### config.mk
export PLATFORM = sky130hd
export DESIGN_NAME = conv_top
export DESIGN_NICKNAME = d
export VERILOG_FILES = /design/src/hw/accel_pkg.sv /design/src/hw/conv_sequencer.sv /design/src/hw/conv_top.sv /design/src/hw/input_pipe.sv /design/src/hw/lrelu_stage.sv /design/src/hw/mac_array.sv /design/src/hw/tap_counter.sv
export VERILOG_INCLUDE_DIRS = /design/src /design/src/hw
export SDC_FILE = /design/constraint.sdc
export NUM_CORES = 1
export LEC_CHECK = 0
export ABC_AREA = 1
export BUFFER_PORTS_ARGS = -buffer_cell sky130_fd_sc_hd__buf_2
export CAP_MARGIN = 20
export CORE_MARGIN = 5
export CORE_UTILIZATION = 60
export DETAILED_ROUTE_END_ITERATION = 16
export GPL_TIMING_DRIVEN = 0
export PLACE_DENSITY = 0.87
export SLEW_MARGIN = 20
export SYNTH_ARGS = -nofsm -noshare
export SYNTH_HDL_FRONTEND = slang
export SYNTH_SLANG_ARGS = --single-unit
### constraint.sdc
create_clock -name aclk -period 7.37 [get_ports aclk]
set_input_delay 0.737 -clock aclk [delete_from_list [all_inputs] [get_ports aclk]]
set_output_delay 0.737 -clock aclk [all_outputs]
set_load 0.03 [all_outputs]
### src/hw/accel_consts.svh
`ifndef ACCEL_CONSTS_SVH
`define ACCEL_CONSTS_SVH

// pixel lanes carried by one beat
`define ACCEL_UNITS 4

// pixel, weight and output word width
`define ACCEL_WORD_W 8

// accumulator width, headroom for 63 taps of 8x8 products
`define ACCEL_ACC_W 24

// width of cfg_taps, legal range 1..63
`define ACCEL_TAPS_W 6

// negative slope of leaky relu, alpha = 1/8
`define ACCEL_LRELU_SHIFT 3

`endif

### src/hw/accel_pkg.sv
`default_nettype none

`include "accel_consts.svh"

package accel_pkg;

  // signed pixel / weight / output word
  typedef logic signed [`ACCEL_WORD_W-1:0] word_t;

  // signed accumulator
  typedef logic signed [`ACCEL_ACC_W-1:0] acc_t;

  // lane 0 sits in the low bits
  typedef word_t [`ACCEL_UNITS-1:0] pix_vec_t;
  typedef acc_t [`ACCEL_UNITS-1:0] acc_vec_t;

  // pixels and shared weight after the join
  typedef struct packed {
    pix_vec_t pix;
    word_t    wgt;
  } joined_beat_t;

  // position of the popped tap within its run
  typedef enum logic [2:0] {
    MAC_IDLE,
    MAC_START,
    MAC_ACCUM,
    MAC_END,
    MAC_ONLY
  } mac_op_e;

  // hold = finished result waiting for the output stage
  typedef enum logic {
    SEQ_RUN,
    SEQ_HOLD
  } seq_state_e;

endpackage

`default_nettype wire

### src/hw/conv_sequencer.sv
`timescale 1ns/1ps
`default_nettype none

module conv_sequencer (
  input  wire                aclk,
  input  wire                rst,
  input  wire                beat_valid,
  output logic               pop,
  input  wire                first_tap,
  input  wire                last_tap,
  output accel_pkg::mac_op_e mac_op,
  output logic               res_valid,
  input  wire                res_ready
);

  import accel_pkg::*;

  seq_state_e state;

  // a finished result waits for the output stage
  assign res_valid = (state == SEQ_HOLD);

  // a last tap would overwrite the held result
  // unless it leaves on this same edge
  assign pop = beat_valid && (!last_tap || !res_valid || res_ready);

  // tap position of the popped beat
  always_comb begin
    if (!pop) begin
      mac_op = MAC_IDLE;
    end else begin
      case ({first_tap, last_tap})
        2'b10:   mac_op = MAC_START;
        2'b00:   mac_op = MAC_ACCUM;
        2'b01:   mac_op = MAC_END;
        default: mac_op = MAC_ONLY;
      endcase
    end
  end

  always_ff @(posedge aclk) begin
    if (rst) begin
      state <= SEQ_RUN;
    end else begin
      case (state)
        SEQ_RUN: begin
          if (pop && last_tap) begin
            state <= SEQ_HOLD;
          end
        end
        default: begin
          // handoff done, stay held if a new result lands now
          if (res_ready && !(pop && last_tap)) begin
            state <= SEQ_RUN;
          end
        end
      endcase
    end
  end

endmodule

`default_nettype wire

### src/hw/conv_top.sv
`timescale 1ns/1ps
`default_nettype none

`include "accel_consts.svh"

module conv_top (
  input  wire                      aclk,
  input  wire                      rst,
  input  wire [`ACCEL_TAPS_W-1:0]  cfg_taps,
  input  wire                      s_pix_valid,
  output wire                      s_pix_ready,
  input  wire accel_pkg::pix_vec_t s_pix_data,
  input  wire                      s_wgt_valid,
  output wire                      s_wgt_ready,
  input  wire accel_pkg::word_t    s_wgt_data,
  output wire                      m_valid,
  input  wire                      m_ready,
  output wire accel_pkg::pix_vec_t m_data
);

  import accel_pkg::*;

  // joined beat towards the sequencer and the lanes
  logic         beat_valid;
  joined_beat_t beat;
  // one pop also steps the tap counter
  logic         pop;
  logic         first_tap;
  logic         last_tap;
  mac_op_e      mac_op;
  // accumulator result handoff
  logic         res_valid;
  logic         res_ready;
  acc_vec_t     result;

  input_pipe input_pipe_inst (
    .aclk        (aclk       ),
    .rst         (rst        ),
    .s_pix_valid (s_pix_valid),
    .s_pix_ready (s_pix_ready),
    .s_pix_data  (s_pix_data ),
    .s_wgt_valid (s_wgt_valid),
    .s_wgt_ready (s_wgt_ready),
    .s_wgt_data  (s_wgt_data ),
    .beat_valid  (beat_valid ),
    .beat        (beat       ),
    .pop         (pop        )
  );

  tap_counter tap_counter_inst (
    .aclk      (aclk     ),
    .rst       (rst      ),
    .step      (pop      ),
    .cfg_taps  (cfg_taps ),
    .first_tap (first_tap),
    .last_tap  (last_tap )
  );

  conv_sequencer conv_sequencer_inst (
    .aclk       (aclk      ),
    .rst        (rst       ),
    .beat_valid (beat_valid),
    .pop        (pop       ),
    .first_tap  (first_tap ),
    .last_tap   (last_tap  ),
    .mac_op     (mac_op    ),
    .res_valid  (res_valid ),
    .res_ready  (res_ready )
  );

  mac_array mac_array_inst (
    .aclk   (aclk  ),
    .rst    (rst   ),
    .mac_op (mac_op),
    .beat   (beat  ),
    .result (result)
  );

  lrelu_stage lrelu_stage_inst (
    .aclk      (aclk     ),
    .rst       (rst      ),
    .res_valid (res_valid),
    .res_ready (res_ready),
    .result    (result   ),
    .m_valid   (m_valid  ),
    .m_ready   (m_ready  ),
    .m_data    (m_data   )
  );

endmodule

`default_nettype wire

### src/hw/input_pipe.sv
`timescale 1ns/1ps
`default_nettype none

module input_pipe (
  input  wire                      aclk,
  input  wire                      rst,
  input  wire                      s_pix_valid,
  output logic                     s_pix_ready,
  input  wire accel_pkg::pix_vec_t s_pix_data,
  input  wire                      s_wgt_valid,
  output logic                     s_wgt_ready,
  input  wire accel_pkg::word_t    s_wgt_data,
  output logic                     beat_valid,
  output accel_pkg::joined_beat_t  beat,
  input  wire                      pop
);

  // both streams move together or not at all
  logic take;

  // slot is free when empty or drained this cycle
  assign take = s_pix_valid && s_wgt_valid && (!beat_valid || pop);

  // same decision on both sides of the join
  assign s_pix_ready = take;
  assign s_wgt_ready = take;

  // occupancy of the single beat register
  always_ff @(posedge aclk) begin
    if (rst) begin
      beat_valid <= 1'b0;
    end else if (take) begin
      // refill, possibly in the same cycle as a pop
      beat_valid <= 1'b1;
    end else if (pop) begin
      beat_valid <= 1'b0;
    end
  end

  // payload only
  always_ff @(posedge aclk) begin
    if (take) begin
      beat.pix <= s_pix_data;
      beat.wgt <= s_wgt_data;
    end
  end

endmodule

`default_nettype wire

### src/hw/lrelu_stage.sv
`timescale 1ns/1ps
`default_nettype none

`include "accel_consts.svh"

module lrelu_stage (
  input  wire                      aclk,
  input  wire                      rst,
  input  wire                      res_valid,
  output logic                     res_ready,
  input  wire accel_pkg::acc_vec_t result,
  output logic                     m_valid,
  input  wire                      m_ready,
  output accel_pkg::pix_vec_t      m_data
);

  import accel_pkg::*;

  // clamp bounds of the output word
  localparam word_t word_max = {1'b0, {(`ACCEL_WORD_W-1){1'b1}}};
  localparam word_t word_min = {1'b1, {(`ACCEL_WORD_W-1){1'b0}}};

  // after the leaky slope, before clamping
  acc_vec_t act;
  pix_vec_t sat;

  always_comb begin
    for (int i = 0; i < `ACCEL_UNITS; i++) begin
      // negative side scaled by 1/8
      if (result[i][`ACCEL_ACC_W-1]) begin
        act[i] = $signed(result[i]) >>> `ACCEL_LRELU_SHIFT;
      end else begin
        act[i] = result[i];
      end
      if ($signed(act[i]) > acc_t'(word_max)) begin
        sat[i] = word_max;
      end else if ($signed(act[i]) < acc_t'(word_min)) begin
        sat[i] = word_min;
      end else begin
        sat[i] = act[i][`ACCEL_WORD_W-1:0];
      end
    end
  end

  // free when empty or drained this cycle
  assign res_ready = !m_valid || m_ready;

  always_ff @(posedge aclk) begin
    if (rst) begin
      m_valid <= 1'b0;
    end else if (res_ready) begin
      m_valid <= res_valid;
    end
  end

  // output word held while m_ready is low
  always_ff @(posedge aclk) begin
    if (res_valid && res_ready) begin
      m_data <= sat;
    end
  end

endmodule

`default_nettype wire

### src/hw/mac_array.sv
`timescale 1ns/1ps
`default_nettype none

`include "accel_consts.svh"

module mac_array (
  input  wire                     aclk,
  input  wire                     rst,
  input  wire accel_pkg::mac_op_e mac_op,
  input  wire accel_pkg::joined_beat_t beat,
  output accel_pkg::acc_vec_t     result
);

  import accel_pkg::*;

  // running sums, one per lane
  acc_vec_t acc;
  // this tap's product per lane
  acc_vec_t prod;
  // running sum plus this tap
  acc_vec_t sum;

  // signed 8x8, sign extended to accumulator width
  always_comb begin
    for (int i = 0; i < `ACCEL_UNITS; i++) begin
      prod[i] = $signed(beat.pix[i]) * $signed(beat.wgt);
      sum[i]  = acc[i] + prod[i];
    end
  end

  always_ff @(posedge aclk) begin
    if (rst) begin
      acc <= '0;
    end else begin
      case (mac_op)
        MAC_START: acc <= prod;
        MAC_ACCUM: acc <= sum;
        // run closed, ready for the next one
        MAC_END,
        MAC_ONLY:  acc <= '0;
        default:   acc <= acc;
      endcase
    end
  end

  // result register, loads on the closing tap
  always_ff @(posedge aclk) begin
    if (mac_op == MAC_END) begin
      result <= sum;
    end else if (mac_op == MAC_ONLY) begin
      // single tap, no history to add
      result <= prod;
    end
  end

endmodule

`default_nettype wire

### src/hw/tap_counter.sv
`timescale 1ns/1ps
`default_nettype none

`include "accel_consts.svh"

module tap_counter (
  input  wire                     aclk,
  input  wire                     rst,
  input  wire                     step,
  input  wire [`ACCEL_TAPS_W-1:0] cfg_taps,
  output logic                    first_tap,
  output logic                    last_tap
);

  // index of the offered tap inside its run
  logic [`ACCEL_TAPS_W-1:0] tap_idx;
  // run length minus one, captured at the first tap
  logic [`ACCEL_TAPS_W-1:0] run_last;
  // index of the final tap for the current run
  logic [`ACCEL_TAPS_W-1:0] last_idx;

  assign first_tap = (tap_idx == '0);

  // on the first tap the latch is not loaded yet, look at the port
  assign last_idx = first_tap ? cfg_taps - 1'b1 : run_last;
  assign last_tap = (tap_idx == last_idx);

  always_ff @(posedge aclk) begin
    if (rst) begin
      tap_idx  <= '0;
      run_last <= '0;
    end else if (step) begin
      if (first_tap) begin
        run_last <= cfg_taps - 1'b1;
      end
      // wrap to zero after the last tap of a run
      if (last_tap) begin
        tap_idx <= '0;
      end else begin
        tap_idx <= tap_idx + 1'b1;
      end
    end
  end

endmodule

`default_nettype wire

==> metrics.txt <==
Synth Area per Inst=7.32 µm²; area of the die=53000 µm²; area leader, netlist=edfxtp_1; RD Place Congestion=1.05; data required time of the worst path=7.87 ns; core area=47800 µm²; pre-CTS setup slack=-0.194 ns; routed length per instance=16.5 µm; R2R Path Start=input_pipe_inst.beat[2]; GR Overflow Total=0; Netlist Area Pre-Place=29100 µm²; Area growth, synth to finish=8.61%; Max Slew Vio Count=0; number of fill cells=3966; DRC=0; post-synth top area share=0.173; initial drt markers=2514; Tmin final=6.93 ns; WS Path Type=register to register; post-cts hold buffer count=0; All-Layer GR Usage=0.295; HPWL Detailed=60900 µm; Avg Vias per Cell=5.54; CTS max path bufs=3; Synth area leaders=edfxtp_1, fa_1, nand2_1; Post-Route WL=78300 µm; CTS buffer count=35; Crit. Startpoint=input_pipe_inst.beat[2]; Crit Path Max Fanout=13; Root Buffer=clkbuf_16; net count after synthesis=4468; Hold Startpoint=s_wgt_data[4]; Critical Path Start Type=register; Worst-path clk slew=0.06 ns; worst hold-check path type=primary input to register; Critical Path AT=7.42 ns; CTS tree=done; status=complete, no violations; Setup WS post-layout=0.440 ns; pin count of the biggest net entering global routing=50; Slew headroom=0.315; EDFF count, synth=168; die width=230 µm; number of top-level pins=86; library cells used by synthesis=48; clock sinks=279; unrepaired setup endpoints after global routing=false; fmax=144 MHz; sequential area share after synthesis=0.250; port bufs=84; antenna violations before repair=1; Least-Margin Pin Slew=1.01 ns; async set or reset register ratio after synthesis=0; clock skew=0.0318 ns; first-pass GRT wire length=128000 µm; flop and latch count out of synthesis=279; Crit. End Element=register; FP Rows=80; Yosys Warn Count=0; Synth Instances=3973; final period utilization=0.940; DRT Pass-1 Iters=6; final-report hold violation count=0; Primary FF master, synth=edfxtp_1; vias in the first global route=25700; layout cells sized above 1=0.0681; number of setup violations in the final report=0; CTS H-tree lvls=2; ant diodes=0; fin nets=4594; post-route ant nets=0; Via Count=26200; Initial Utilization=0.608; Die Y=230 µm; Skew-Pair Late Insertion Delay=0.57 ns; max cap viols=0
==> metal layers <==
metal | GRT usage | share of wire | wire (µm) | vias up
li1 | - | - | - | 12600
met2 | 0.494 | 0.46 | 35900 | 1209
met4 | 0.132 | 0.048 | 3790 | 0
met1 | 0.379 | 0.40 | 31500 | 12200
met3 | 0.0497 | 0.091 | 7110 | 250
met5 | 0 | 0 | 0 | -
==> critical path, cell delays in order, from the launching register on <==
cell      delay [ns]
edfxtp_1        0.51
clkbuf_2        0.42
nand2_1         0.21
fa_1            0.74
inv_1           0.13
fa_1            0.51
inv_1           0.05
fa_1            0.50
inv_1           0.05
fa_1            0.45
ha_1            0.33
a21oi_1         0.13
a21boi_0        0.22
nand3_1         0.12
nand3_1         0.18
nand2_1         0.38
ha_1            0.51
nand2_1         0.16
nor4_1          0.38
nand3_1         0.13
nand3_1         0.14
xor2_1          0.27
nand2_1         0.09
nand3_1         0.11
nand2_1         0.06
inv_1           0.05
==> cell usage in the layout, fill, tap and decap left out, drive strengths merged <==
master | Yosys | routed
nand2 | 1021 | 1021
inv | 838 | 842
nor2 | 264 | 264
a21oi | 258 | 258
fa | 224 | 224
ha | 220 | 220
nand3 | 205 | 205
o21ai | 183 | 183
edfxtp | 168 | 168
buf | 60 | 151
clkbuf | 91 | 134
dfxtp | 111 | 111
xor2 | 77 | 77
xnor2 | 64 | 64
nand4 | 30 | 30
o211ai | 29 | 29
nor4 | 23 | 23
nor3 | 18 | 18
a21o | 17 | 17
or2 | 16 | 16
mux2i | 12 | 12
nand3b | 7 | 7
o21bai | 7 | 7
clkinv | 1 | 7
a31oi | 6 | 6
a211oi | 5 | 5
o21a | 4 | 4
bufinv | 0 | 4
a21boi | 4 | 4
clkinvlp | 0 | 3
o41ai | 3 | 3
o31ai | 2 | 2
o2111ai | 1 | 1
o21ba | 1 | 1
a22oi | 1 | 1
and3 | 1 | 1
nor3b | 1 | 1
==> synthesized netlist by cell type, types with 18 or more instances <==
| library cell | count |
|---|---|
| nand2_1 | 1017 |
| inv_1 | 833 |
| nor2_1 | 260 |
| a21oi_1 | 258 |
| fa_1 | 224 |
| ha_1 | 220 |
| nand3_1 | 198 |
| o21ai_0 | 178 |
| edfxtp_1 | 168 |
| dfxtp_1 | 111 |
| xor2_1 | 77 |
| clkbuf_1 | 71 |
| xnor2_1 | 64 |
| nand4_1 | 30 |
| o211ai_1 | 29 |
| buf_2 | 27 |
| nor4_1 | 23 |
| clkbuf_2 | 20 |
| nor3_1 | 18 |
==> through the flow <==
step,instances,hold slack (ns),instance area (µm²),setup TNS [ns],utilization
2_1_floorplan,3973,0.456,29100,0,-
3_3_place_gp,4672,0.462,30300,-0.789,0.633
3_5_place_dp,4675,0.506,30300,-1.50,0.634
4_1_cts,4737,0.327,31500,0,0.659
5_1_grt,4739,0.334,31600,0,0.660
6_report,4739,0.339,31600,0,0.660
==> what timing repair did <==
action | 4_1_cts | 5_1_grt
cloned | 0 | 0
setup endpoints to repair | 22 | 60
pin swaps | 0 | 0
setup buffers | 1 | 2
resized for setup | 1 | 45
==> cell families after synthesis <==
group / after synthesis / share of synthesized area
and+or+nand+nor: 1586 / 0.224
xor gates and xnor gates: 141 / 0.0425
muxes: 12 / 0.00413
buffers and inverters: 990 / 0.134
AOI/OAI and AO/OA: 521 / 0.0969
DFF: 279 / 0.250
adders and majority gates: 444 / 0.249
==> flip-flops by register name, indices dropped and copies added, names as in the netlist <==
| register | count |
|---|---|
| mac_array_inst.acc | 96 |
| mac_array_inst.result | 96 |
| input_pipe_inst.beat | 40 |
| lrelu_stage_inst.m_data | 32 |
| tap_counter_inst.run_last | 6 |
| tap_counter_inst.tap_idx | 6 |
| conv_sequencer_inst.res_valid | 1 |
| input_pipe_inst.beat_valid | 1 |
| lrelu_stage_inst.m_valid | 1 |
==> area by class of cell <==
cell class / count / area, µm² / area share
Timing Repair Buffer: 90 / 503 / 0.0159
Tap cell: 615 / 769 / 0.0244
Multi-Input combinational cell: 2704 / 18000 / 0.569
Sequential cell: 279 / 7270 / 0.230
Buffer: 150 / 763 / 0.0242
Inverter: 839 / 3150 / 0.0998
Clock buffer: 45 / 953 / 0.0302
Clock inverter: 17 / 214 / 0.00677
==> path summary, 6_finish.rpt <==
check / to / slack [ns] / depth (start not counted)
setup / recovery: mac_array_inst.acc[92] / 0.44 / 25
hold / removal: input_pipe_inst.beat[4] / 0.34 / 1
setup reg to reg: mac_array_inst.acc[92] / 0.44 / 25
hold reg to reg: tap_counter_inst.run_last[5] / 0.51 / 2
Power is left out: the tool's default activity adds up to more than one toggle a clock period on the data nets, which glitch-free logic cannot reach.
